**config.mk**
```make
export PLATFORM = sky130hd
export DESIGN_NAME = controller_bypass
export DESIGN_NICKNAME = d
export VERILOG_FILES = /design/src/core_pkg.sv /design/src/controller_bypass.sv
export SDC_FILE = /design/constraint.sdc
export NUM_CORES = 1
export LEC_CHECK = 0
export BUFFER_PORTS_ARGS = -buffer_cell sky130_fd_sc_hd__buf_2
export CAP_MARGIN = 5
export CORE_AREA = 2 2 39 41
export DETAILED_ROUTE_END_ITERATION = 12
export DIE_AREA = 0 0 41 43
export GPL_TIMING_DRIVEN = 0
export PLACE_DENSITY = 0.58
export SLEW_MARGIN = 20
export SYNTH_ARGS = -nofsm -noshare
export SYNTH_HDL_FRONTEND = slang
export SYNTH_SLANG_ARGS = --single-unit
```
**constraint.sdc**
```tcl
create_clock -name vclk -period 3.71
set_input_delay 0.742 -clock vclk [all_inputs]
set_output_delay 0.742 -clock vclk [all_outputs]
set_load 0.02 [all_outputs]
```
**src/core_pkg.sv**
```systemverilog
`default_nettype none

package core_pkg;

  ////////////////////////////////////////
  // Basic types
  ////////////////////////////////////////

  // Register address and data word
  typedef logic [4:0]  rf_addr_t;
  typedef logic [31:0] word_t;

  // Opcodes of the supported RV32I subset
  typedef enum logic [6:0] {
    OP     = 7'b0110011,
    OP_IMM = 7'b0010011,
    LOAD   = 7'b0000011,
    STORE  = 7'b0100011
  } opcode_e;

  // ALU operation, add unless funct7 says subtract
  typedef enum logic {
    ALU_ADD = 1'b0,
    ALU_SUB = 1'b1
  } alu_op_e;

  // Operand source picked by the bypass controller
  typedef enum logic [1:0] {
    SEL_REGFILE = 2'b00,
    SEL_FW_EX   = 2'b01,
    SEL_FW_WB   = 2'b10
  } fw_sel_e;

  ////////////////////////////////////////
  // Instruction word views
  ////////////////////////////////////////

  // Register-register format
  typedef struct packed {
    logic [6:0] funct7;
    rf_addr_t   rs2;
    rf_addr_t   rs1;
    logic [2:0] funct3;
    rf_addr_t   rd;
    opcode_e    opcode;
  } r_fmt_t;

  // Immediate format, used by ADDI and LW
  typedef struct packed {
    logic [11:0] imm12;
    rf_addr_t    rs1;
    logic [2:0]  funct3;
    rf_addr_t    rd;
    opcode_e     opcode;
  } i_fmt_t;

  // Store format, immediate split around rs2/rs1
  typedef struct packed {
    logic [6:0] imm_hi;
    rf_addr_t   rs2;
    rf_addr_t   rs1;
    logic [2:0] funct3;
    logic [4:0] imm_lo;
    opcode_e    opcode;
  } s_fmt_t;

  // One 32-bit word, three ways to read it
  typedef union packed {
    r_fmt_t r;
    i_fmt_t i;
    s_fmt_t s;
  } instr_u;

endpackage

`default_nettype wire

```
**src/controller_bypass.sv**
```systemverilog
`timescale 1ns/1ps
`default_nettype none

module controller_bypass #(
  parameter int unsigned RF_NUM_READ_PORTS = 2
) (
  // Decode read side
  input  logic [RF_NUM_READ_PORTS-1:0] rf_re_id_i,
  input  core_pkg::rf_addr_t           rf_raddr_id_i [RF_NUM_READ_PORTS],
  input  logic                         id_valid_i,
  // Execute write side
  input  logic                         rf_we_ex_i,
  input  core_pkg::rf_addr_t           rf_waddr_ex_i,
  input  logic                         lsu_en_ex_i,
  input  logic                         ex_valid_i,
  // Result write side
  input  logic                         rf_we_wb_i,
  input  core_pkg::rf_addr_t           rf_waddr_wb_i,
  input  logic                         wb_valid_i,
  // Bypass and stall
  output core_pkg::fw_sel_e            operand_a_fw_sel_o,
  output core_pkg::fw_sel_e            operand_b_fw_sel_o,
  output logic                         load_stall_o
);

  import core_pkg::*;

  // Address matches, already gated with read enable and r0
  logic [RF_NUM_READ_PORTS-1:0] rf_rd_ex_match;
  logic [RF_NUM_READ_PORTS-1:0] rf_rd_wb_match;

  // Write enables qualified with stage valid
  logic rf_we_ex;
  logic rf_we_wb;
  // Load sitting in execute
  logic load_ex;

  assign rf_we_ex = rf_we_ex_i && ex_valid_i;
  assign rf_we_wb = rf_we_wb_i && wb_valid_i;
  // Stores never set rf_we, so this is a load
  assign load_ex  = lsu_en_ex_i && rf_we_ex;

  ////////////////////////////////////////
  // Address compare
  ////////////////////////////////////////

  for (genvar i = 0; i < RF_NUM_READ_PORTS; i++) begin : gen_match
    // ID read vs EX write, r0 never matches
    assign rf_rd_ex_match[i] = (rf_waddr_ex_i == rf_raddr_id_i[i]) && |rf_raddr_id_i[i] &&
                               rf_re_id_i[i] && id_valid_i;
    // ID read vs WB write
    assign rf_rd_wb_match[i] = (rf_waddr_wb_i == rf_raddr_id_i[i]) && |rf_raddr_id_i[i] &&
                               rf_re_id_i[i] && id_valid_i;
  end

  // Load result only exists one cycle later, hold decode
  assign load_stall_o = load_ex && |rf_rd_ex_match;

  ////////////////////////////////////////
  // Forwarding select
  ////////////////////////////////////////

  always_comb begin
    operand_a_fw_sel_o = SEL_REGFILE;
    operand_b_fw_sel_o = SEL_REGFILE;

    // Result stage first
    if (rf_we_wb) begin
      if (rf_rd_wb_match[0]) begin
        operand_a_fw_sel_o = SEL_FW_WB;
      end
      if (rf_rd_wb_match[1]) begin
        operand_b_fw_sel_o = SEL_FW_WB;
      end
    end

    // Execute is younger and wins; unused while a load stalls
    if (rf_we_ex) begin
      if (rf_rd_ex_match[0]) begin
        operand_a_fw_sel_o = SEL_FW_EX;
      end
      if (rf_rd_ex_match[1]) begin
        operand_b_fw_sel_o = SEL_FW_EX;
      end
    end
  end

  // Stall only ever comes from a live load in EX
  always_comb begin
    a_stall_needs_load: assert final (!load_stall_o || (ex_valid_i && lsu_en_ex_i))
      else $error("load stall without load in execute");
  end

  // An address in EX is never forwarded out of a load
  always_comb begin
    a_no_fw_from_load: assert final (
      !(load_ex && ((operand_a_fw_sel_o == SEL_FW_EX) || (operand_b_fw_sel_o == SEL_FW_EX))) ||
      load_stall_o
    ) else $error("execute forward of a load without stall");
  end

endmodule

`default_nettype wire

```
==> flow_summary.ini <==
[layout]
layout.cells.non_filler = 90
diodes = 0
layout_common_cells = 33 x buf_2, 11 x xnor2_1, 9 x xor2_1
drive_gt1_share_pct = 47.3
final_nets = 104
area_delta_synth_final_pct = 59.4
mostFrequentLayoutCell = buf_2
clkbuf_count = 0
ff_latch_area_um2 = 0
seq_cells = 0

[critical_path]
endpoint_kind = output pin
crit_slowest_cell = or4_1
crit_start = rf_raddr_id_i[6]
crit_path_cell_trace = buf_2 -> or4_1 -> o211ai_1 -> nor4bb_1 -> nor2_1 -> buf_2
crit_top_cell = buf_2
critPathTopFamily = simple AND/OR/NAND/NOR gates
crit_cells = 6
required_ns = 2.97
critPathBufInv = 2
critPathMaxFanout = 3
worstSetupStartpointType = input port
crit_type = input port to output pin
crit_path_max_incr_delay_ns = 0.53
critPathCapture = operand_a_fw_sel_o[1]
worstPathArrival_ns = 2.01

[logic_synthesis]
yosys_warnings = 0
synth_seq_area_share_pct = 0
syn-instance-count = 41
ys_types = 16
synth_area_leaders = xnor2_1 31%, xor2_1 25%, or4_1 7.2%
synth_top_cell_by_area = xnor2_1
synthesis.area_um2 = 312
synth_top_area_share_pct = 30.9
synth_fp_nets = 69
avgSynthCellArea_um2 = 7.60

[grt]
grt_overflow = 0
grt_pass1_vias = 372
grt_antenna_before_repair = 0
grt_usage_pct = 9.79
grt_pass1_wl_um = 1280
grt_max_degree = 4

[cts]
cts_hold_buffers = 0
post_cts_resized = 0
postCtsSetupRepairBufs = 0

[timing]
fin_tns_setup_ns = 0
maxSlewViolCount = 0
worst_slew_margin_rel_pct = 79.2
timing.final.hold_violations = 0
finalSetupViolations = 0
rsz0062_at_grt = false
tightest_slew_ns = 0.308
period_share_pct = 74.1
fmaxAchievable_mhz = 364
min_period_ns = 2.75

[routing]
antenna_left = 0
firstDrtPassIters = 2
drc = 0
vias = 398
wl_um = 891
drt_iter0_drc = 1
routed_via_density = 4.42
wl_per_cell_um = 9.90

[placed_design]
place_inst = 90
gp_congestion = 0.642
io_buffers = 33
dpl.hpwl_um = 841

[power]
power.density_nw_per_um2 = 95.9
ir_worst_vdd_mv = 0.0241
p_leak_nw = 0.229

[die]
die_h_um = 43
die-area_um2 = 1760
coreArea_um2 = 1380
dieWidth_um = 41
num_rows = 14
start_util_pct = 22.5
ios = 33

[job]
max-cap-violations = 0

[worst_hold_path]
holdPathStages = 4
hold_class = input port to output pin

[outcome]
outcome = finished clean
worst min-delay path by stage:
| stage | startpoint | endpoint | slack, ns |
|---|---|---|---|
| floorplan | ex_valid_i | load_stall_o | 1.62 |
| global placement | ex_valid_i | load_stall_o | 1.83 |
| detailed placement | ex_valid_i | load_stall_o | 1.83 |
| CTS | ex_valid_i | load_stall_o | 1.84 |
| global route | ex_valid_i | load_stall_o | 1.86 |
| finish | ex_valid_i | load_stall_o | 1.83 |
layer usage:
layer | up-vias | track usage [%] | share of wire (%)
met5 | - | 0 | 0
met4 | 0 | 0 | 0
met3 | 0 | 0 | 8.9
met2 | 19 | 20.9 | 52
met1 | 161 | 9.81 | 39
li1 | 218 | - | -
layout make-up:
type               instances  area, µm²
fillers                  160        887
multi-input cells         41        312
repair buffers            33        165
well taps                 16       20.0
logic make-up after synthesis:
family / count (synthesis) / synth area share (%)
AOI/OAI and AO/OA: 4 / 10.4
xor gates and xnor gates: 20 / 56.2
and+or+nand+nor: 17 / 33.3
metrics by stage:
stage	setup slack, ns	total power [mW]	area, µm²	hold slack (ns)	utilization, %
floorplan	0.776	0.0226	312	1.62	-
finish	0.960	0.0476	497	1.83	35.9
CTS	0.946	0.0484	497	1.84	35.9
global placement	0.955	0.0478	497	1.83	35.9
detailed placement	0.940	0.0482	497	1.83	35.9
global route	0.860	0.0526	497	1.86	35.9
synth_stat cells (2+ instances only):
cell type / n
nor2_1: 3
xnor2_1: 11
nand4_1: 2
nand3_1: 2
or4_1: 3
xor2_1: 9
nand2_1: 2
power breakdown:
group	switching, mW	internal, mW
Clock	0	0
Combinational	0.0219	0.0258
Sequential	0	0
Note: power is estimated with default switching activity, not from simulation.
