==> config.mk <==
export PLATFORM = sky130hd
export DESIGN_NAME = wb_stage
export DESIGN_NICKNAME = d
export VERILOG_FILES = /design/src/core_pkg.sv /design/src/wb_stage.sv
export SDC_FILE = /design/constraint.sdc
export NUM_CORES = 2
export LEC_CHECK = 0
export BUFFER_PORTS_ARGS = -buffer_cell sky130_fd_sc_hd__buf_2
export CORE_UTILIZATION = 65
export CTS_BUF_LIST = sky130_fd_sc_hd__clkbuf_8
export DETAILED_ROUTE_END_ITERATION = 10
export PLACE_DENSITY_LB_ADDON = 0.05
export SKIP_CTS_REPAIR_TIMING = 1
export SLEW_MARGIN = 10
export SYNTH_ARGS = -nofsm -noshare
export SYNTH_HDL_FRONTEND = slang
export SYNTH_SLANG_ARGS = --single-unit
==> constraint.sdc <==
create_clock -name clk -period 5.8 [get_ports clk]
set_input_delay 1.16 -clock clk [delete_from_list [all_inputs] [get_ports clk]]
set_output_delay 1.16 -clock clk [all_outputs]
set_load 0.1 [all_outputs]
==> src/core_pkg.sv <==
`default_nettype none

package core_pkg;

  ////////////////////////////////////////
  // Basic types
  ////////////////////////////////////////

  // Register address and data word
  typedef logic [4:0]  rf_addr_t;
  typedef logic [31:0] word_t;

  // Opcodes of the supported RV32I subset
  typedef enum logic [6:0] {
    OP     = 7'b0110011,
    OP_IMM = 7'b0010011,
    LOAD   = 7'b0000011,
    STORE  = 7'b0100011
  } opcode_e;

  // ALU operation, add unless funct7 says subtract
  typedef enum logic {
    ALU_ADD = 1'b0,
    ALU_SUB = 1'b1
  } alu_op_e;

  // Operand source picked by the bypass controller
  typedef enum logic [1:0] {
    SEL_REGFILE = 2'b00,
    SEL_FW_EX   = 2'b01,
    SEL_FW_WB   = 2'b10
  } fw_sel_e;

  ////////////////////////////////////////
  // Instruction word views
  ////////////////////////////////////////

  // Register-register format
  typedef struct packed {
    logic [6:0] funct7;
    rf_addr_t   rs2;
    rf_addr_t   rs1;
    logic [2:0] funct3;
    rf_addr_t   rd;
    opcode_e    opcode;
  } r_fmt_t;

  // Immediate format, used by ADDI and LW
  typedef struct packed {
    logic [11:0] imm12;
    rf_addr_t    rs1;
    logic [2:0]  funct3;
    rf_addr_t    rd;
    opcode_e     opcode;
  } i_fmt_t;

  // Store format, immediate split around rs2/rs1
  typedef struct packed {
    logic [6:0] imm_hi;
    rf_addr_t   rs2;
    rf_addr_t   rs1;
    logic [2:0] funct3;
    logic [4:0] imm_lo;
    opcode_e    opcode;
  } s_fmt_t;

  // One 32-bit word, three ways to read it
  typedef union packed {
    r_fmt_t r;
    i_fmt_t i;
    s_fmt_t s;
  } instr_u;

endpackage

`default_nettype wire

==> src/wb_stage.sv <==
`timescale 1ns/1ps
`default_nettype none

module wb_stage #(
  parameter int unsigned DMEM_DEPTH = 64
) (
  input  logic               clk,
  input  logic               rst_n_i,
  // From execute
  input  logic               ex_rf_we_i,
  input  core_pkg::rf_addr_t ex_rf_waddr_i,
  input  logic               ex_lsu_en_i,
  input  logic               ex_lsu_we_i,
  input  logic               ex_valid_i,
  input  core_pkg::word_t    ex_alu_result_i,
  input  core_pkg::word_t    ex_store_data_i,
  // Register file write port
  output logic               rf_we_o,
  output core_pkg::rf_addr_t rf_waddr_o,
  output core_pkg::word_t    rf_wdata_o,
  output logic               valid_o
);

  import core_pkg::*;

  // Word index width
  localparam int unsigned AW = $clog2(DMEM_DEPTH);

  // Execute-to-result register
  logic     valid_q;
  logic     rf_we_q;
  logic     lsu_en_q;
  logic     lsu_we_q;
  rf_addr_t rf_waddr_q;
  word_t    alu_q;
  word_t    store_q;
  // Data memory
  word_t    dmem [DMEM_DEPTH];
  logic [AW-1:0] dmem_idx;
  word_t    load_data;

  always_ff @(posedge clk or negedge rst_n_i) begin
    if (!rst_n_i) begin
      valid_q  <= 1'b0;
      rf_we_q  <= 1'b0;
      lsu_en_q <= 1'b0;
      lsu_we_q <= 1'b0;
    end else begin
      valid_q  <= ex_valid_i;
      rf_we_q  <= ex_rf_we_i && ex_valid_i;
      lsu_en_q <= ex_lsu_en_i && ex_valid_i;
      lsu_we_q <= ex_lsu_we_i && ex_valid_i;
    end
  end

  always_ff @(posedge clk) begin
    rf_waddr_q <= ex_rf_waddr_i;
    alu_q      <= ex_alu_result_i;
    store_q    <= ex_store_data_i;
  end

  ////////////////////////////////////////
  // Data memory
  ////////////////////////////////////////

  // Byte address to word index, low two bits dropped
  assign dmem_idx = alu_q[AW+1:2];

  // Store lands at the edge closing its result cycle
  always_ff @(posedge clk or negedge rst_n_i) begin
    if (!rst_n_i) begin
      for (int k = 0; k < DMEM_DEPTH; k++) begin
        dmem[k] <= '0;
      end
    end else if (valid_q && lsu_en_q && lsu_we_q) begin
      dmem[dmem_idx] <= store_q;
    end
  end

  // Single-cycle read, never busy
  assign load_data = dmem[dmem_idx];

  // Load data or ALU result goes back
  assign rf_we_o    = rf_we_q && valid_q;
  assign rf_waddr_o = rf_waddr_q;
  assign rf_wdata_o = lsu_en_q ? load_data : alu_q;
  assign valid_o    = valid_q;

  // r0 writes are filtered in decode, none may arrive here
  a_no_r0_write: assert property (
    @(posedge clk) disable iff (!rst_n_i)
    rf_we_o |-> (rf_waddr_o != '0)
  ) else $error("write enable to register 0");

endmodule

`default_nettype wire

==> metrics.txt <==
sequential share of the synthesized area=between 50% and 60%; final core area utilization=between 70% and 80%; Num CTS Buffers=approximately 360; Layout Skew=0.04920 ns; crit share post-route=100.5%; critical path class=reg2out; hold slack=between 0.1 and 0.15 ns; mean routed wirelength per cell=between 30 and 40 um; I/O pin total=about 110; main flop type after synthesis=dfrtp_1; max-slew violations=0; CP Max Fanout=43; Root Driver=clkbuf_8; FF-to-FF setup slack=about 0.95 ns; EDFF count, synth=0; TritonCTS clock tree=done; fmax=about 170 MHz; Core ar.=0.1456 mm^2; post-synthesis adder-cell area fraction=0%; Netlist cell types=70; vias in the first global route=between 60000 and 70000; FF-to-FF End=dmem[7]; post-synthesis cell area=around 0.095 mm^2; Clock transition at path regs=0.06 ns; final hold vios=0; Worst Max-Slew Pin Slew=1.243 ns; failing checks=setup timing; area share of the largest cell type after synthesis=53.93%; final routed DRC violation total=0; Routability Congestion=~0.9; DRT Pass-1 Iters=6; largest net degree at the start of global routing=162; die width=just under 400 um; CP required=4.64 ns; CTS max path bufs=4; worst r2r src=lsu_en_q; Worst R2R Path Depth=5; drt total wl=roughly 330000 um; initial antenna violation count=16; maximum vdd drop=about 0.00029 V; fill count=about 10000; Critical Path Source=alu_q[3]; vias per cell=between 7 and 8; Synth Area in XOR/XNOR=0%; simple-gate share of the synthesized area=around 1.7%; Post-Syn Instances=approximately 6700; crit path time final=5.830 ns; leading post-synthesis cells by cell area=dfrtp_1 54%, mux2_2 26%, mux4_2 3.7%; Final nets=between 6000 and 7000; routed via count=about 65000; area delta synth->final=10.96%; commonest non-fill, non-tap cells in the layout=2219 x mux2_2, 2051 x dfrtp_1, 453 x clkbuf_8, 221 x a221oi_1, 213 x mux2i_1; status=complete, but fails checks; Synth area leader=dfrtp_1; Power Dens Cells=288.3 mW/mm^2; Compound-Gate Fraction of Synth Area=~7.0%; first-pass GRT wire length=approximately 470000 um; Pwr Total=approximately 30 mW; hpwl dp=~190000 um; crit path DAT=between 4 and 5 ns; leakage power=approximately 52 nW; Hold Path Class=in2async; post-synthesis mux area share=around a third; Avg Cell Area, Syn=about 14 um^2; Die Height=about 380 um; Port Buffers=between 100 and 150; post-route ant nets=0; CTS H-tree depth=5; global route total overflow=0; layout cell share with drive strength beyond 1=48.36%; YS warnings=0; initial DRC count=between 7000 and 8000; commonest non-fill, non-tap cell in the layout=mux2_2; RSZ-0062 raised after global routing=no; total global-route track usage=a little under half; Setup crit end kind=output port; # rows=140; CP startpoint kind=flop; Rel. slew slack=approximately 17%; # placed instances=a little over 8000; Non-Filler Instances=between 8000 and 9000; largest family of logic cells by synthesized area=multiplexers; Starting Density=around two thirds; CTS sink count=approximately 2100; final worst setup slack=-0.03048 ns; full die area=0.1480 mm^2; post-synthesis async set-or-reset flop share=a little over nine tenths; max_cap viols=0; setup TNS=-0.03545 ns; FF+latch count, synth=about 2100; syn nets=6769; latest clock arrival within the worst-skew pair=~1.1 ns; final setup fails=2
## critical path, cell delays in order (launching register included)
cell      delay (ns)
dfxtp_4         0.87
inv_6           0.44
nor2_1          0.77
a22oi_1         0.49
o211ai_1        0.29
o32a_1          0.23
buf_2           0.44
## where the power goes
group | internal, mW | switching [mW] | total, mW
registers | 15.0 | 0.288 | 15.3
clock network | 7.06 | 6.05 | 13.1
logic | 0.607 | 1.43 | 2.04
total | 22.7 | 7.77 | 30.5
## synthesized netlist by cell type (17+ instances only)
cell	n
nand2_1	107
o21ai_0	97
a221o_1	36
buf_6	33
buf_4	55
buf_1	88
nand3_1	19
a22o_1	33
o2bb2ai_1	24
a21oi_1	99
buf_2	226
o32a_1	17
dfrtp_1	2052
mux2_2	2219
mux4_2	157
dfxtp_1	69
clkbuf_1	309
a221oi_1	221
nor2_1	166
o22ai_1	91
mux2i_1	213
a22oi_1	153
a31oi_1	19
## flip-flops by register name (all words and copies together), names as in the netlist
signal / count
valid_o: 1
lsu_en_q: 1
lsu_we_q: 1
dmem: 2048
rf_waddr_o: 5
alu_q: 32
store_q: 32
rf_we_q: 1
## final cells by class
cell class	count	area, um^2	area share [%]
clock inverter	172	744.5	0.7046
timing repair buffer	387	3791	3.588
antenna	22	55.05	0.05211
tap	1917	2399	2.270
sequential	2121	52790	49.96
multi-input combinational	3859	39620	37.50
inverter	3	21.27	0.02013
clock buffer	453	6235	5.901
## how the worst max path moves through the flow
stage | end | cells past startpoint
detailed placement | rf_wdata_o[24] | 8
global placement | rf_wdata_o[21] | 8
global route | rf_wdata_o[18] | 9
floorplan | rf_wdata_o[19] | 11
CTS | rf_wdata_o[24] | 8
finish | rf_wdata_o[26] | 6
## metrics by stage
step	setup slack (ns)	cell area, um^2
3_3_place_gp	0.8950	98560
4_1_cts	-0.1806	105500
5_1_grt	0.007546	105600
6_report	-0.03048	105700
2_1_floorplan	1.119	95220
3_5_place_dp	0.9421	98570
## cell families (layout without fill, tap and decap cells)
family | Yosys count | after routing
AO/OA/AOI/OAI | 889 | 889
other | 0 | 22
AND/OR/NAND/NOR | 370 | 370
buffers and inverters | 714 | 1015
multiplexers | 2600 | 2600
flip-flops | 2121 | 2121
## routing by layer
layer  track usage (%)  up-vias  part of all wire [%]
met5                 0        -                 0.020
met4             27.53       12                   6.9
met3             14.67     1243                    12
met2             64.55     4410                    43
met1             61.34    34390                    38
li1                  -    25010                     -
No activity file was read; power rests on OpenSTA's default activity.
