File: config.mk
export PLATFORM = sky130hd
export DESIGN_NAME = register_file
export DESIGN_NICKNAME = d
export VERILOG_FILES = /design/src/core_pkg.sv /design/src/register_file.sv
export SDC_FILE = /design/constraint.sdc
export NUM_CORES = 2
export LEC_CHECK = 0
export ABC_AREA = 0
export ABC_CLOCK_PERIOD_IN_PS = 2500
export BUFFER_PORTS_ARGS = -buffer_cell sky130_fd_sc_hd__buf_4
export CAP_MARGIN = 20
export CORE_MARGIN = 1
export CORE_UTILIZATION = 37
export DETAILED_ROUTE_END_ITERATION = 10
export PLACE_DENSITY = 0.53
export RECOVER_POWER = 100
export SETUP_SLACK_MARGIN = 0.02
export SLEW_MARGIN = 10
export SYNTH_ARGS = -nofsm -noshare
export SYNTH_HDL_FRONTEND = slang
export SYNTH_SLANG_ARGS = --single-unit
File: constraint.sdc
create_clock -name clk -period 2.5 [get_ports clk]
set_input_delay 0.25 -clock clk [delete_from_list [all_inputs] [get_ports clk]]
set_output_delay 0.25 -clock clk [all_outputs]
set_load 0.01 [all_outputs]
File: src/core_pkg.sv
`default_nettype none

package core_pkg;

  ////////////////////////////////////////
  // Basic types
  ////////////////////////////////////////

  // Register address and data word
  typedef logic [4:0]  rf_addr_t;
  typedef logic [31:0] word_t;

  // Opcodes of the supported RV32I subset
  typedef enum logic [6:0] {
    OP     = 7'b0110011,
    OP_IMM = 7'b0010011,
    LOAD   = 7'b0000011,
    STORE  = 7'b0100011
  } opcode_e;

  // ALU operation, add unless funct7 says subtract
  typedef enum logic {
    ALU_ADD = 1'b0,
    ALU_SUB = 1'b1
  } alu_op_e;

  // Operand source picked by the bypass controller
  typedef enum logic [1:0] {
    SEL_REGFILE = 2'b00,
    SEL_FW_EX   = 2'b01,
    SEL_FW_WB   = 2'b10
  } fw_sel_e;

  ////////////////////////////////////////
  // Instruction word views
  ////////////////////////////////////////

  // Register-register format
  typedef struct packed {
    logic [6:0] funct7;
    rf_addr_t   rs2;
    rf_addr_t   rs1;
    logic [2:0] funct3;
    rf_addr_t   rd;
    opcode_e    opcode;
  } r_fmt_t;

  // Immediate format, used by ADDI and LW
  typedef struct packed {
    logic [11:0] imm12;
    rf_addr_t    rs1;
    logic [2:0]  funct3;
    rf_addr_t    rd;
    opcode_e     opcode;
  } i_fmt_t;

  // Store format, immediate split around rs2/rs1
  typedef struct packed {
    logic [6:0] imm_hi;
    rf_addr_t   rs2;
    rf_addr_t   rs1;
    logic [2:0] funct3;
    logic [4:0] imm_lo;
    opcode_e    opcode;
  } s_fmt_t;

  // One 32-bit word, three ways to read it
  typedef union packed {
    r_fmt_t r;
    i_fmt_t i;
    s_fmt_t s;
  } instr_u;

endpackage

`default_nettype wire

File: src/register_file.sv
`timescale 1ns/1ps
`default_nettype none

module register_file #(
  parameter int unsigned RF_NUM_READ_PORTS = 2
) (
  input  logic               clk,
  input  logic               rst_n_i,
  input  core_pkg::rf_addr_t raddr_i [RF_NUM_READ_PORTS],
  output core_pkg::word_t    rdata_o [RF_NUM_READ_PORTS],
  input  logic               we_i,
  input  core_pkg::rf_addr_t waddr_i,
  input  core_pkg::word_t    wdata_i
);

  import core_pkg::*;

  // x1..x31, x0 has no storage
  word_t regs_q [1:31];

  always_ff @(posedge clk or negedge rst_n_i) begin
    if (!rst_n_i) begin
      for (int r = 1; r < 32; r++) begin
        regs_q[r] <= '0;
      end
    end else if (we_i && (waddr_i != '0)) begin
      regs_q[waddr_i] <= wdata_i;
    end
  end

  // Combinational read, old value while the same address is written
  for (genvar p = 0; p < RF_NUM_READ_PORTS; p++) begin : gen_read
    assign rdata_o[p] = (raddr_i[p] == '0) ? '0 : regs_q[raddr_i[p]];
  end

endmodule

`default_nettype wire

==> run summary <==
The run finished, with violations left. The final reports fail on max-capacitance violations, max-slew violations, negative setup slack. The portion of the post-synthesis area used by sequential elements is 46.4%.

The area of the core region is 143000 um2. The worst setup skew after layout is 0 ps. The number of maximum-capacitance violations came out at 10. The worst hold-check path type is in2reg.

Setup repair after global routing could not meet its margin everywhere. The hold violation count in the final report came out at 0. The effective utilization at floorplan is 37.3%. After detailed routing, the number of vias per cell comes to 6.07. The setup-violating endpoint count in the final report came out at 44. TritonCTS built the clock tree. The most frequent cell after synthesis is sky130_fd_sc_hd__mux2_2. The clock root buffer is sky130_fd_sc_hd__clkbuf_16. The number of synthesis warnings came out at 0. Data arrives at the worst endpoint at 2490 ps.

The number of buffers on the longest clock path came out at 3. The routed layout has 35.1k vias. The flip-flop count of the largest register, all copies and words added came out at 992. The horizontal die dimension came out at 382 um. The slowest stage of the critical path is the sky130_fd_sc_hd__mux4_2 cell. The floorplan step defined a die boundary enclosing 146000 um2. For this run, design rule violations remaining after detail routing come to 0. The initial antenna violation count is 5.

Counting flops with an async set or reset pin after synthesis yields a share of 100%. The largest vdd supply drop came out at 602 uV. The period utilization is 110%. The pre-CTS worst setup slack is 26.5 ps.

The nature of the critical path endpoint is an output pin. The critical path class is reg2out. The insertion delay to the later sink of the worst-skew pair came out at 750 ps. The count of buffers inserted at the top-level ports came out at 113. The post-route cell area came out at 63000 um2. The CTS buffer count came out at 112. The post-synthesis compound-gate area fraction came out at 4.51%. For this design, the sink count on the clock tree is 992. In the synthesized netlist, the number of instances is 3612.

In the synthesized netlist the dominant register cell turns out to be sky130_fd_sc_hd__dfrtp_1. The per-instance average area after synthesis came out at 14.8 um2. The top achievable clock speed is 0.365 GHz. The synthesis-to-finish area growth is 17.7%. The worst-path maximum fanout came out at 3.

The synthesized-area fraction occupied by adder cells is 0%. Once placement finished, the instance area stood at 58600 um2. The H-tree generated during clock tree synthesis spans 3 levels. The cell area after synthesis came out at 53500 um2. Counting flops and latches in the post-synthesis netlist gives 992.

The initialized floorplan defines 139 standard-cell rows. The per-cell routed wire length is 31.7 um. The number of nets in the final layout is 3841. The shortest clock period the worst path allows after layout is 2740 ps. The boundary pin count came out at 114. The transition at the pin with the smallest max-transition slack is 1830 ps. Sorting the synthesized cells by how often they occur yields 1050 x sky130_fd_sc_hd__mux2_2, 992 x sky130_fd_sc_hd__dfrtp_1, 377 x sky130_fd_sc_hd__mux4_2, 267 x sky130_fd_sc_hd__mux2i_1, 162 x sky130_fd_sc_hd__buf_2. The largest total area in the synthesized netlist belongs to sky130_fd_sc_hd__dfrtp_1. The largest net degree at the start of global routing came out at 124.

The fraction of post-synthesis cell area in the top cell type by area is 46.4%. The total power divided by cell area is 793 nW/um2. For this design the static power due to leakage is 27.4 nW. The largest register by flop count is regs_q. The fraction of layout instances using a drive strength above 1 is 55.1%. In the synthesized netlist, mux cells make up 43.4% of the area. The number of slew-limit violations in the final report was 230. Fill cells in the final layout number 13.0k.

Once routing completed, OpenROAD measured the worst setup slack at -240 ps. The post-synth net total came out at 3662. Yosys attributes the largest share of cell area to sky130_fd_sc_hd__dfrtp_1 46%, sky130_fd_sc_hd__mux2_2 22%, sky130_fd_sc_hd__mux4_2 16%.

The HPWL after detailed placement is 112000 um. In the final layout, the registers with the most flip-flops are regs_q: 992 flops. The routability congestion estimate from global placement is 0.810. The detailed-route wire length is 183000 um. The required time of the critical path is 2250 ps. The die is 382 um tall. The netlist uses 46 different library cells.

The maximum single-stage delay on the critical path came out at 500 ps. The number of global-route vias before repair came out at 36.4k. The worst slew slack as a fraction of its limit is -21.7%. In this run, the number of DRC markers left after iteration 0 of detailed routing was 2763. The wire length of the first global-routing pass is 268000 um. Broken down by cell family, the worst path's largest delay share belongs to multiplexers. Clock-pin slew was measured on the worst setup and hold paths at 60 ps. The main combinational cell family by area after synthesis is multiplexers.

Across every metal layer, demand over resource in global routing totals 25.1%. The total overflow reported by the global router came out at 0. The post-detailed-route count of antenna-violating nets is 0. The number of iterations in the first detailed-routing pass is 5. The synthesized design contains 0 enable-type register cells. The xor and xnor area share after synthesis is 0%.

The worst setup path is launched from a flop. The signal on the critical path passes through mux4_2 -> mux2i_2 -> o22ai_1 -> or3_4 -> buf_6. The buffers plus inverters on the worst setup path is 1. The simple-gate share of the synthesized area is 2.05%.
[metrics by stage]
| stage | total power [mW] | hold WS, ps | setup TNS, ps | utilization [%] | cells |
|---|---|---|---|---|---|
| finish | 49.9 | 52.7 | -3470 | 43.9 | 5787 |
| global placement | 31.9 | 118 | 0 | 40.8 | 5496 |
| CTS | 50.1 | 2.28 | -6630 | 44.2 | 5773 |
| floorplan | 28.5 | -45.6 | 0 | - | 3612 |
| global route | 52.1 | 50.4 | -7440 | 43.9 | 5786 |
| detailed placement | 32.1 | 117 | 0 | 40.8 | 5496 |
[worst reg2reg max path, stage by stage, from the launching register on]
cell	delay (ps)
sky130_fd_sc_hd__dfrtp_1	390
sky130_fd_sc_hd__buf_4	130
sky130_fd_sc_hd__buf_4	130
sky130_fd_sc_hd__mux2_2	250
[where the power goes]
part	switching (mW)	internal, mW
combinational	4.36	6.62
clock	7.28	10.1
sequential	2.35	19.2
total	14.0	35.9
[timing repair]
item,in CTS,in global routing
pin swaps,47,41
endpoints found under the hold margin,1438,0
hold buffers,31,0
endpoints found under the setup margin,63,64
gates cloned,0,0
gates resized for setup,85,67
setup buffers,46,13
[cells in the final DEF, fill, tap and decap left out, drive strengths merged, types with 2 or more instances in the layout]
| master | instances |
|---|---|
| o21ai | 8 |
| o211ai | 32 |
| mux4 | 377 |
| dfrtp | 992 |
| a22o | 4 |
| and2b | 2 |
| a31oi | 2 |
| a2111oi | 10 |
| clkinvlp | 7 |
| clkinv | 34 |
| nand4b | 2 |
| dlygate4sd3 | 31 |
| or2 | 2 |
| nor3 | 33 |
| o32ai | 8 |
| inv | 11 |
| bufinv | 12 |
| mux2i | 267 |
| o22a | 16 |
| clkbuf | 230 |
| nor2 | 34 |
| a22oi | 102 |
| or3 | 7 |
| buf | 347 |
| and3 | 29 |
| nor2b | 44 |
| o31a | 28 |
| o21a | 8 |
| and2 | 3 |
| a221oi | 43 |
| nand3 | 16 |
| nand2b | 9 |
| nand2 | 21 |
| mux2 | 1069 |
| a211oi | 4 |
| o22ai | 18 |
| a221o | 17 |
[cell type report]
class,count,area (um2),area share (%)
multi-input cells,2219,27400,43.6
flip-flops and latches,992,24800,39.4
repair buffers,457,4450,7.06
clock buffers,151,3160,5.02
well taps,1903,2380,3.78
clock inverters,55,687,1.09
inverters,9,33.8,0.0536
diodes,1,2.50,0.00397
[worst paths after layout]
path                        startpoint           to  slack (ps)  cells past startpoint
min in group asynchronous      rst_n_i  regs_q[899]         840                      3
min                        wdata_i[26]  regs_q[858]          50                      2
min reg2reg                regs_q[775]  regs_q[775]         510                      1
max reg2reg                regs_q[513]  regs_q[513]        1490                      3
max                         regs_q[17]  rdata_o[49]        -240                      5
max in group asynchronous      rst_n_i  regs_q[402]         300                      4
[logic make-up (layout without fill, tap and decap cells)]
kind of cell	count (synthesis)	count (layout)
multiplexers	1713	1713
flip-flops	992	992
buffers and inverters	401	672
AO/OA/AOI/OAI	303	303
AND/OR/NAND/NOR	203	203
other	0	1
[layer usage]
metal | track usage, % | wire, um | vias up | share of wire [%]
met3 | 3.81 | 10700 | 280 | 5.8
met1 | 35.7 | 82000 | 19300 | 45
met4 | 7.22 | 4890 | 4 | 2.7
met2 | 39.8 | 85700 | 1146 | 47
met5 | 0 | 16 | - | 0.0087
li1 | - | - | 14400 | -
Power figures use the tool's default switching activity.
