<file path="src/core_pkg.sv">
`default_nettype none

package core_pkg;

  ////////////////////////////////////////
  // Basic types
  ////////////////////////////////////////

  // Register address and data word
  typedef logic [4:0]  rf_addr_t;
  typedef logic [31:0] word_t;

  // Opcodes of the supported RV32I subset
  typedef enum logic [6:0] {
    OP     = 7'b0110011,
    OP_IMM = 7'b0010011,
    LOAD   = 7'b0000011,
    STORE  = 7'b0100011
  } opcode_e;

  // ALU operation, add unless funct7 says subtract
  typedef enum logic {
    ALU_ADD = 1'b0,
    ALU_SUB = 1'b1
  } alu_op_e;

  // Operand source picked by the bypass controller
  typedef enum logic [1:0] {
    SEL_REGFILE = 2'b00,
    SEL_FW_EX   = 2'b01,
    SEL_FW_WB   = 2'b10
  } fw_sel_e;

  ////////////////////////////////////////
  // Instruction word views
  ////////////////////////////////////////

  // Register-register format
  typedef struct packed {
    logic [6:0] funct7;
    rf_addr_t   rs2;
    rf_addr_t   rs1;
    logic [2:0] funct3;
    rf_addr_t   rd;
    opcode_e    opcode;
  } r_fmt_t;

  // Immediate format, used by ADDI and LW
  typedef struct packed {
    logic [11:0] imm12;
    rf_addr_t    rs1;
    logic [2:0]  funct3;
    rf_addr_t    rd;
    opcode_e     opcode;
  } i_fmt_t;

  // Store format, immediate split around rs2/rs1
  typedef struct packed {
    logic [6:0] imm_hi;
    rf_addr_t   rs2;
    rf_addr_t   rs1;
    logic [2:0] funct3;
    logic [4:0] imm_lo;
    opcode_e    opcode;
  } s_fmt_t;

  // One 32-bit word, three ways to read it
  typedef union packed {
    r_fmt_t r;
    i_fmt_t i;
    s_fmt_t s;
  } instr_u;

endpackage

`default_nettype wire

</file>
<file path="src/id_decoder.sv">
`timescale 1ns/1ps
`default_nettype none

module id_decoder #(
  parameter int unsigned RF_NUM_READ_PORTS = 2
) (
  input  logic                         clk,
  input  logic                         rst_n_i,
  input  logic                         instr_valid_i,
  input  core_pkg::instr_u             instr_i,
  input  logic                         stall_i,
  output logic [RF_NUM_READ_PORTS-1:0] rf_re_o,
  output core_pkg::rf_addr_t           rf_raddr_o [RF_NUM_READ_PORTS],
  output logic                         rf_we_o,
  output core_pkg::rf_addr_t           rf_waddr_o,
  output core_pkg::alu_op_e            alu_op_o,
  output core_pkg::word_t              imm_o,
  output logic                         use_imm_o,
  output logic                         lsu_en_o,
  output logic                         lsu_we_o,
  output logic                         valid_o
);

  import core_pkg::*;

  // Fetch-to-decode register
  instr_u instr_q;
  logic   valid_q;
  // Writes rd before the r0 check
  logic   we_raw;

  // Valid bit is control state, word is payload
  always_ff @(posedge clk or negedge rst_n_i) begin
    if (!rst_n_i) begin
      valid_q <= 1'b0;
    end else if (!stall_i) begin
      valid_q <= instr_valid_i;
    end
  end

  // Word held while the load-use stall is up
  always_ff @(posedge clk) begin
    if (!stall_i) begin
      instr_q <= instr_i;
    end
  end

  ////////////////////////////////////////
  // Decode
  ////////////////////////////////////////

  always_comb begin
    rf_re_o   = '0;
    we_raw    = 1'b0;
    alu_op_o  = ALU_ADD;
    imm_o     = '0;
    use_imm_o = 1'b0;
    lsu_en_o  = 1'b0;
    lsu_we_o  = 1'b0;
    for (int p = 0; p < RF_NUM_READ_PORTS; p++) begin
      rf_raddr_o[p] = '0;
    end
    // rs1 and rs2 sit at the same bits in every format
    rf_raddr_o[0] = instr_q.r.rs1;
    rf_raddr_o[1] = instr_q.r.rs2;

    case (instr_q.r.opcode)
      OP: begin
        rf_re_o[1:0] = 2'b11;
        we_raw       = 1'b1;
        // funct7 bit 5 separates SUB from ADD
        alu_op_o     = instr_q.r.funct7[5] ? ALU_SUB : ALU_ADD;
      end
      OP_IMM, LOAD: begin
        rf_re_o[0] = 1'b1;
        we_raw     = 1'b1;
        imm_o      = {{20{instr_q.i.imm12[11]}}, instr_q.i.imm12};
        use_imm_o  = 1'b1;
        lsu_en_o   = (instr_q.i.opcode == LOAD);
      end
      STORE: begin
        rf_re_o[1:0] = 2'b11;
        imm_o        = {{20{instr_q.s.imm_hi[6]}}, instr_q.s.imm_hi, instr_q.s.imm_lo};
        use_imm_o    = 1'b1;
        lsu_en_o     = 1'b1;
        lsu_we_o     = 1'b1;
      end
      // Unknown opcode: no write, no memory access
      default: ;
    endcase
  end

  // Writes to r0 are dropped here, so they never reach the result stage
  assign rf_we_o    = we_raw && (instr_q.r.rd != '0);
  assign rf_waddr_o = instr_q.r.rd;
  assign valid_o    = valid_q;

  // A store must only touch memory, never the register file
  a_store_no_rf_we: assert property (
    @(posedge clk) disable iff (!rst_n_i)
    (valid_o && (instr_q.s.opcode == STORE)) |-> (!rf_we_o && lsu_we_o)
  ) else $error("store decoded with register write");

endmodule

`default_nettype wire

</file>
<file path="config.mk">
export PLATFORM = sky130hd
export DESIGN_NAME = id_decoder
export DESIGN_NICKNAME = d
export VERILOG_FILES = /design/src/core_pkg.sv /design/src/id_decoder.sv
export SDC_FILE = /design/constraint.sdc
export NUM_CORES = 1
export LEC_CHECK = 0
export ABC_AREA = 1
export BUFFER_PORTS_ARGS = -buffer_cell sky130_fd_sc_hd__buf_2
export CORE_MARGIN = 4
export CORE_UTILIZATION = 31
export CTS_CLUSTER_SIZE = 14
export DETAILED_ROUTE_END_ITERATION = 6
export GPL_TIMING_DRIVEN = 0
export PLACE_DENSITY = 0.71
export SYNTH_ARGS = -nofsm -noshare
export SYNTH_HDL_FRONTEND = slang
export SYNTH_SLANG_ARGS = --single-unit
export TNS_END_PERCENT = 20
</file>
<file path="constraint.sdc">
create_clock -name clk -period 3.17 [get_ports clk]
set_input_delay 0.7925 -clock clk [delete_from_list [all_inputs] [get_ports clk]]
set_output_delay 0.7925 -clock clk [all_outputs]
set_load 0.01 [all_outputs]
</file>
==> results of run 1 <==
-- routing by layer --
layer / vias up / wire (um)
met5: - / 0
met4: 0 / 37
met3: 4 / 336
met2: 55 / 1550
met1: 504 / 1220
li1: 596 / -
-- critical path, delay by kind of cell (launching register included) --
family | cells | cell delay [ns]
buf+inv | 3 | 0.55
flops | 1 | 0.44
simple gates | 3 | 0.78
-- flip-flops by register name, summed over array words and instances, names as in the netlist --
| name | cells |
|---|---|
| instr_q | 29 |
| valid_o | 1 |
-- final cells by class --
cell class	instances	area (sq um)
fillers	443	2400
flip-flops and latches	30	896
repair buffers	87	435
well taps	52	65.1
multi-input cells	59	269
clock inverters	1	5.00
plain buffers	38	293
clock buffers	7	86.3
inverters	6	22.5
-- kinds of logic after synthesis --
family / count (synthesis) / synth area share, %
buffers and inverters: 44 / 21.3
AO/OA/AOI/OAI: 4 / 1.52
AND/OR/NAND/NOR: 55 / 16.7
flip-flops: 30 / 60.5
-- placed cells by master (no fill, tap or decap) --
master,Yosys,layout
a211oi_1,1,1
a21oi_1,3,3
buf_2,0,87
buf_4,36,36
buf_6,2,2
clkbuf_1,0,1
clkbuf_8,0,6
clkinv_2,0,1
dfrtp_1,1,1
edfxtp_1,29,29
inv_1,4,4
inv_2,2,2
nand2_1,33,33
nand2_2,1,1
nand3_1,13,13
nand3_2,1,1
nor2_1,3,3
nor2_2,1,1
nor2_4,1,1
nor3_1,1,1
nor3b_1,1,1
-- metrics by stage --
step	cell area [sq um]	hold WS (ns)
floorplan	1480	0.497
global placement	1980	0.458
detailed placement	1980	0.474
CTS	2070	0.268
global route	2070	0.257
finish	2070	0.282
-- power breakdown --
part	switching [mW]	leakage, nW	internal (mW)
combinational	0.0517	0.780	0.0574
clock	0.129	0.0482	0.175
sequential	0.0163	0.296	0.471
-- final timing paths --
| kind | start | to | slack, ns | cells after the start |
|---|---|---|---|---|
| setup reg to reg | valid_o$_DFFE_PN0N_ | valid_o$_DFFE_PN0N_ | 2.57 | 2 |
| setup / recovery | instr_q[5]$_DFFE_PN_ | imm_o[19] | 0.33 | 6 |
| max in group asynchronous | rst_n_i | valid_o$_DFFE_PN0N_ | 2.80 | 1 |
| hold reg to reg | valid_o$_DFFE_PN0N_ | valid_o$_DFFE_PN0N_ | 0.49 | 2 |
| min in group clk | valid_o$_DFFE_PN0N_ | valid_o$_DFFE_PN0N_ | 0.49 | 2 |
| hold / removal | rst_n_i | valid_o$_DFFE_PN0N_ | 0.28 | 1 |
==> results.sh, run 1 <==
export IMPL_wl_per_cell_um=11.2
export IMPL_initial_utilization_pct=33.1
export IMPL_synthTopCellsByArea="edfxtp_1 59%, buf_4 18%, nand2_1 8.4%"
export IMPL_core_sq_mm=0.00447
export IMPL_tightest_slew_ns=1.09
export IMPL_synthesis_nets=169
export IMPL_drt_pre_antenna_iters=4
export IMPL_area_growth_pct=40.0
export IMPL_cts_hold_buffers_added=0
export IMPL_io_pins=91
export IMPL_yosys_top_cells_count="36 x buf_4, 33 x nand2_1, 29 x edfxtp_1"
export IMPL_vias_per_cell=4.14
export IMPL_die_area_sq_mm=0.00594
export IMPL_rsz0062_at_grt="false"
export IMPL_synth_area_leader_cell="edfxtp_1"
export IMPL_cellPowerDensity_mw_per_mm2=435
export IMPL_max_freq_mhz=353
export IMPL_grt_busiest_layer="met2"
export IMPL_startpoint_type="register"
export IMPL_clock_path_buffers=2
export IMPL_cts_max_level=2
export IMPL_fp_dieW_um=77.1
export IMPL_synth_area_per_cell_sq_um=11.1
export IMPL_hold_viol=0
export IMPL_std_cell_rows=24
export IMPL_min_path_type="input port to async pin"
export IMPL_via_count=1159
export IMPL_yosysWarnings=0
export IMPL_first_global_vias=1135
export IMPL_cp_arrival_ns=2.04
export IMPL_grt_use_total_pct=11.6
export IMPL_pre_cts_slack_ns=0.598
export IMPL_finalWirelength_um=3140
export IMPL_gp_congestion=0.636
export IMPL_gr_usage_met1_pct=13.1
export IMPL_async_reset_ff_share_pct=3.33
export IMPL_worstSetupPathType="register to output port"
export IMPL_overflow=0
export IMPL_yosys_cell_types_count=17
export IMPL_crit_path_max_fanout=21
export IMPL_max_slew_margin_pct=27.0
export IMPL_synth_top_area_share_pct=58.8
export IMPL_worst_slack_ns=0.334
export IMPL_required_ns=2.38
export IMPL_synth_flop_cell="edfxtp_1"
export IMPL_slew_viol_final=0
export IMPL_slowest_delay_ns=0.44
export IMPL_antenna_violating_nets_post_route=0
export IMPL_crit_path_end_kind="output port"
export IMPL_diodes=0
export IMPL_drive_above_1_share_pct=60.5
export IMPL_clock_skew_ns=0
export IMPL_leakage_nw=1.12
export IMPL_yosysMostFrequentCell="buf_4"
export IMPL_globalRouteMet2Util_pct=19.4
export IMPL_grt_pass1_wl_um=5380
export IMPL_setup_tns_ns=0
export IMPL_cts_sinks=30
export IMPL_numCtsBuffers=5
export IMPL_drt_first_iter_violations=39
export IMPL_path_clk_slew_ns=0.06
export IMPL_utilization_pct=46.3
export IMPL_cp_common_cell="buf_4"
export IMPL_drc=0
export IMPL_die_h_um=77.1
export IMPL_setup_viol=0
export IMPL_run_status="finished, final reports clean"
export IMPL_power_mw=0.900
export IMPL_ys_ff_latch=30
export IMPL_post_route_period_util_pct=89.5
export IMPL_period_needed_ns=2.84
export IMPL_cap_viol_max_count=0
export IMPL_final_nets=263
export IMPL_synth_edf_count=29
export IMPL_cp_slowest_cell="edfxtp_1"
export IMPL_final_cells=280
export IMPL_ys_seq_area_share_pct=60.5
export IMPL_antenna_found_initial=0
export IMPL_vdd_ir_drop_max_mv=0.303
export IMPL_cts_resized_gates=0
export IMPL_grt_util_met3_pct=4.57
export IMPL_cts_root_buf="clkbuf_8"
export IMPL_synth_area_sq_mm=0.00148
export IMPL_synth_cells=133
export IMPL_place_inst=272
export IMPL_clk_latency_ns=0.27
export IMPL_postCtsSetupRepairBufs=0
export IMPL_portBuffers=87
export IMPL_dp_hpwl_um=2470
export IMPL_grt_max_degree=31
export IMPL_cts_tree="built"
export IMPL_worstPathCellList="nor2_1, buf_4, nand3_1, nand2_1, buf_4, buf_2"
Note: power is estimated with default switching activity, not from simulation.
==> run 2: changes to the inputs <==
Settings changed: CORE_MARGIN 4 to 10, GPL_ROUTABILITY_DRIVEN set to 0.
==> results.sh, run 2 (same netlist as run 1, synthesis figures left out) <==
export IMPL_hold_viol=0
export IMPL_area_growth_pct=39.9
export IMPL_cts_max_level=2
export IMPL_overflow=0
export IMPL_antenna_found_initial=0
export IMPL_path_clk_slew_ns=0.06
export IMPL_clock_power_share_pct=32.7
export IMPL_cellPowerDensity_mw_per_mm2=430
export IMPL_rsz0062_at_grt="false"
export IMPL_finalWirelength_um=3710
export IMPL_drc=0
export IMPL_vdd_ir_drop_max_mv=0.325
export IMPL_clock_skew_ns=0
export IMPL_postCtsSetupRepairBufs=0
export IMPL_critPathTopFamily="simple AND/OR/NAND/NOR gates"
export IMPL_r2r_start="valid_o$_DFFE_PN0N_"
export IMPL_startpoint_type="register"
export IMPL_min_path_type="input port to async pin"
export IMPL_io_pins=91
export IMPL_max_slew_margin_pct=27.1
export IMPL_antenna_violating_nets_post_route=0
export IMPL_via_count=1164
export IMPL_switchingPower_mw=0.207
export IMPL_grt_use_total_pct=9.14
export IMPL_cap_viol_max_count=0
export IMPL_core_sq_mm=0.00466
export IMPL_crit_path_end_kind="output port"
export IMPL_grt_pass1_wl_um=5510
export IMPL_setup_tns_ns=0
export IMPL_diodes=0
export IMPL_die_area_sq_mm=0.00794
export IMPL_run_status="finished, final reports clean"
export IMPL_post_route_period_util_pct=90.1
export IMPL_dp_hpwl_um=3030
export IMPL_cp_common_cell="buf_4"
export IMPL_numCtsBuffers=5
export IMPL_pwr_share_comb_pct=12.5
export IMPL_final_nets=263
export IMPL_required_ns=2.38
export IMPL_slew_viol_final=0
export IMPL_initial_utilization_pct=31.8
export IMPL_cts_resized_gates=0
export IMPL_portBuffers=87
export IMPL_drt_pre_antenna_iters=4
export IMPL_largest_register_ffs=29
export IMPL_vias_per_cell=4.13
export IMPL_period_needed_ns=2.86
export IMPL_drt_first_iter_violations=48
export IMPL_mostFrequentLayoutCell="buf_2"
export IMPL_final_cells=282
export IMPL_tightest_slew_ns=1.09
export IMPL_cp_slowest_cell="edfxtp_1"
export IMPL_startpoint="instr_q[5]$_DFFE_PN_"
export IMPL_worstSetupPathType="register to output port"
export IMPL_drive_above_1_share_pct=60.5
export IMPL_leakage_nw=1.11
export IMPL_clock_path_buffers=2
export IMPL_wl_per_cell_um=13.1
export IMPL_cts_root_buf="clkbuf_8"
export IMPL_cts_sinks=30
export IMPL_crit_path_max_fanout=21
export IMPL_cp_buffers_inverters=3
export IMPL_cts_hold_buffers_added=0
export IMPL_power_frac_seq_pct=54.8
export IMPL_place_inst=274
export IMPL_setup_viol=0
export IMPL_cts_tree="built"
export IMPL_worstPathCellList="nor2_1, buf_4, nand3_1, nand2_1, buf_4, buf_2"
export IMPL_std_cell_rows=25
export IMPL_clk_latency_ns=0.27
export IMPL_p_int_mw=0.683
export IMPL_cp_arrival_ns=2.06
export IMPL_grt_max_degree=31
export IMPL_slowest_delay_ns=0.44
export IMPL_largest_register="instr_q"
export IMPL_first_global_vias=1219
export IMPL_swShare_pct=23.3
export IMPL_mostFrequentLayoutCells="87 x buf_2, 36 x buf_4, 33 x nand2_1"
export IMPL_max_freq_mhz=350
export IMPL_fp_dieW_um=89.1
export IMPL_die_h_um=89.1
-- run 2: worst paths after layout --
path                                             to  slack, ns  cells past startpoint
worst max-delay path                      imm_o[23]       0.31                      6
worst min-delay path            valid_o$_DFFE_PN0N_       0.28                      1
worst max register to register  valid_o$_DFFE_PN0N_       2.57                      2
worst min register to register  valid_o$_DFFE_PN0N_       0.48                      2
max in group asynchronous       valid_o$_DFFE_PN0N_       2.81                      1
min in group clk                valid_o$_DFFE_PN0N_       0.48                      2
-- run 2: metal layers --
metal | track usage [%] | part of all wire, %
met2 | 14.7 | 47
met5 | 0 | 0
met3 | 6.29 | 15
met1 | 9.31 | 37
met4 | 3.03 | 0.40
-- run 2: worst register-to-register path: stages (launching register included) --
cell     delay [ns]
dfrtp_1        0.38
nand2_1        0.06
nand2_1        0.05
-- run 2: area by class of cell --
type / count / area (sq um)
inverter: 6 / 22.5
timing repair buffer: 87 / 435
sequential: 30 / 896
fill: 459 / 2590
buffer: 38 / 293
multi-input combinational: 59 / 269
clock buffer: 6 / 72.6
tap: 54 / 67.6
clock inverter: 2 / 15.0
-- run 2: power by group through the flow --
stage / clock [mW] / combinational (mW) / sequential [mW]
CTS: 0.306 / 0.114 / 0.488
detailed placement: 0 / 0.114 / 0.497
finish: 0.291 / 0.111 / 0.488
floorplan: 0 / 0.0630 / 0.492
global placement: 0 / 0.112 / 0.495
global route: 0.324 / 0.125 / 0.492
-- run 2: stage by stage --
stage                     instance area, sq um  setup WS [ns]  power [mW]  hold WS (ns)  util (%)
final                                     2070          0.313       0.890         0.276      44.4
after global routing                      2070          0.125       0.941         0.253      44.4
after CTS                                 2070          0.262       0.908         0.266      44.4
after detailed placement                  1980          0.563       0.610         0.464      42.6
after global placement                    1980          0.637       0.607         0.461      42.6
after floorplan                           1480          0.868       0.555         0.497         -
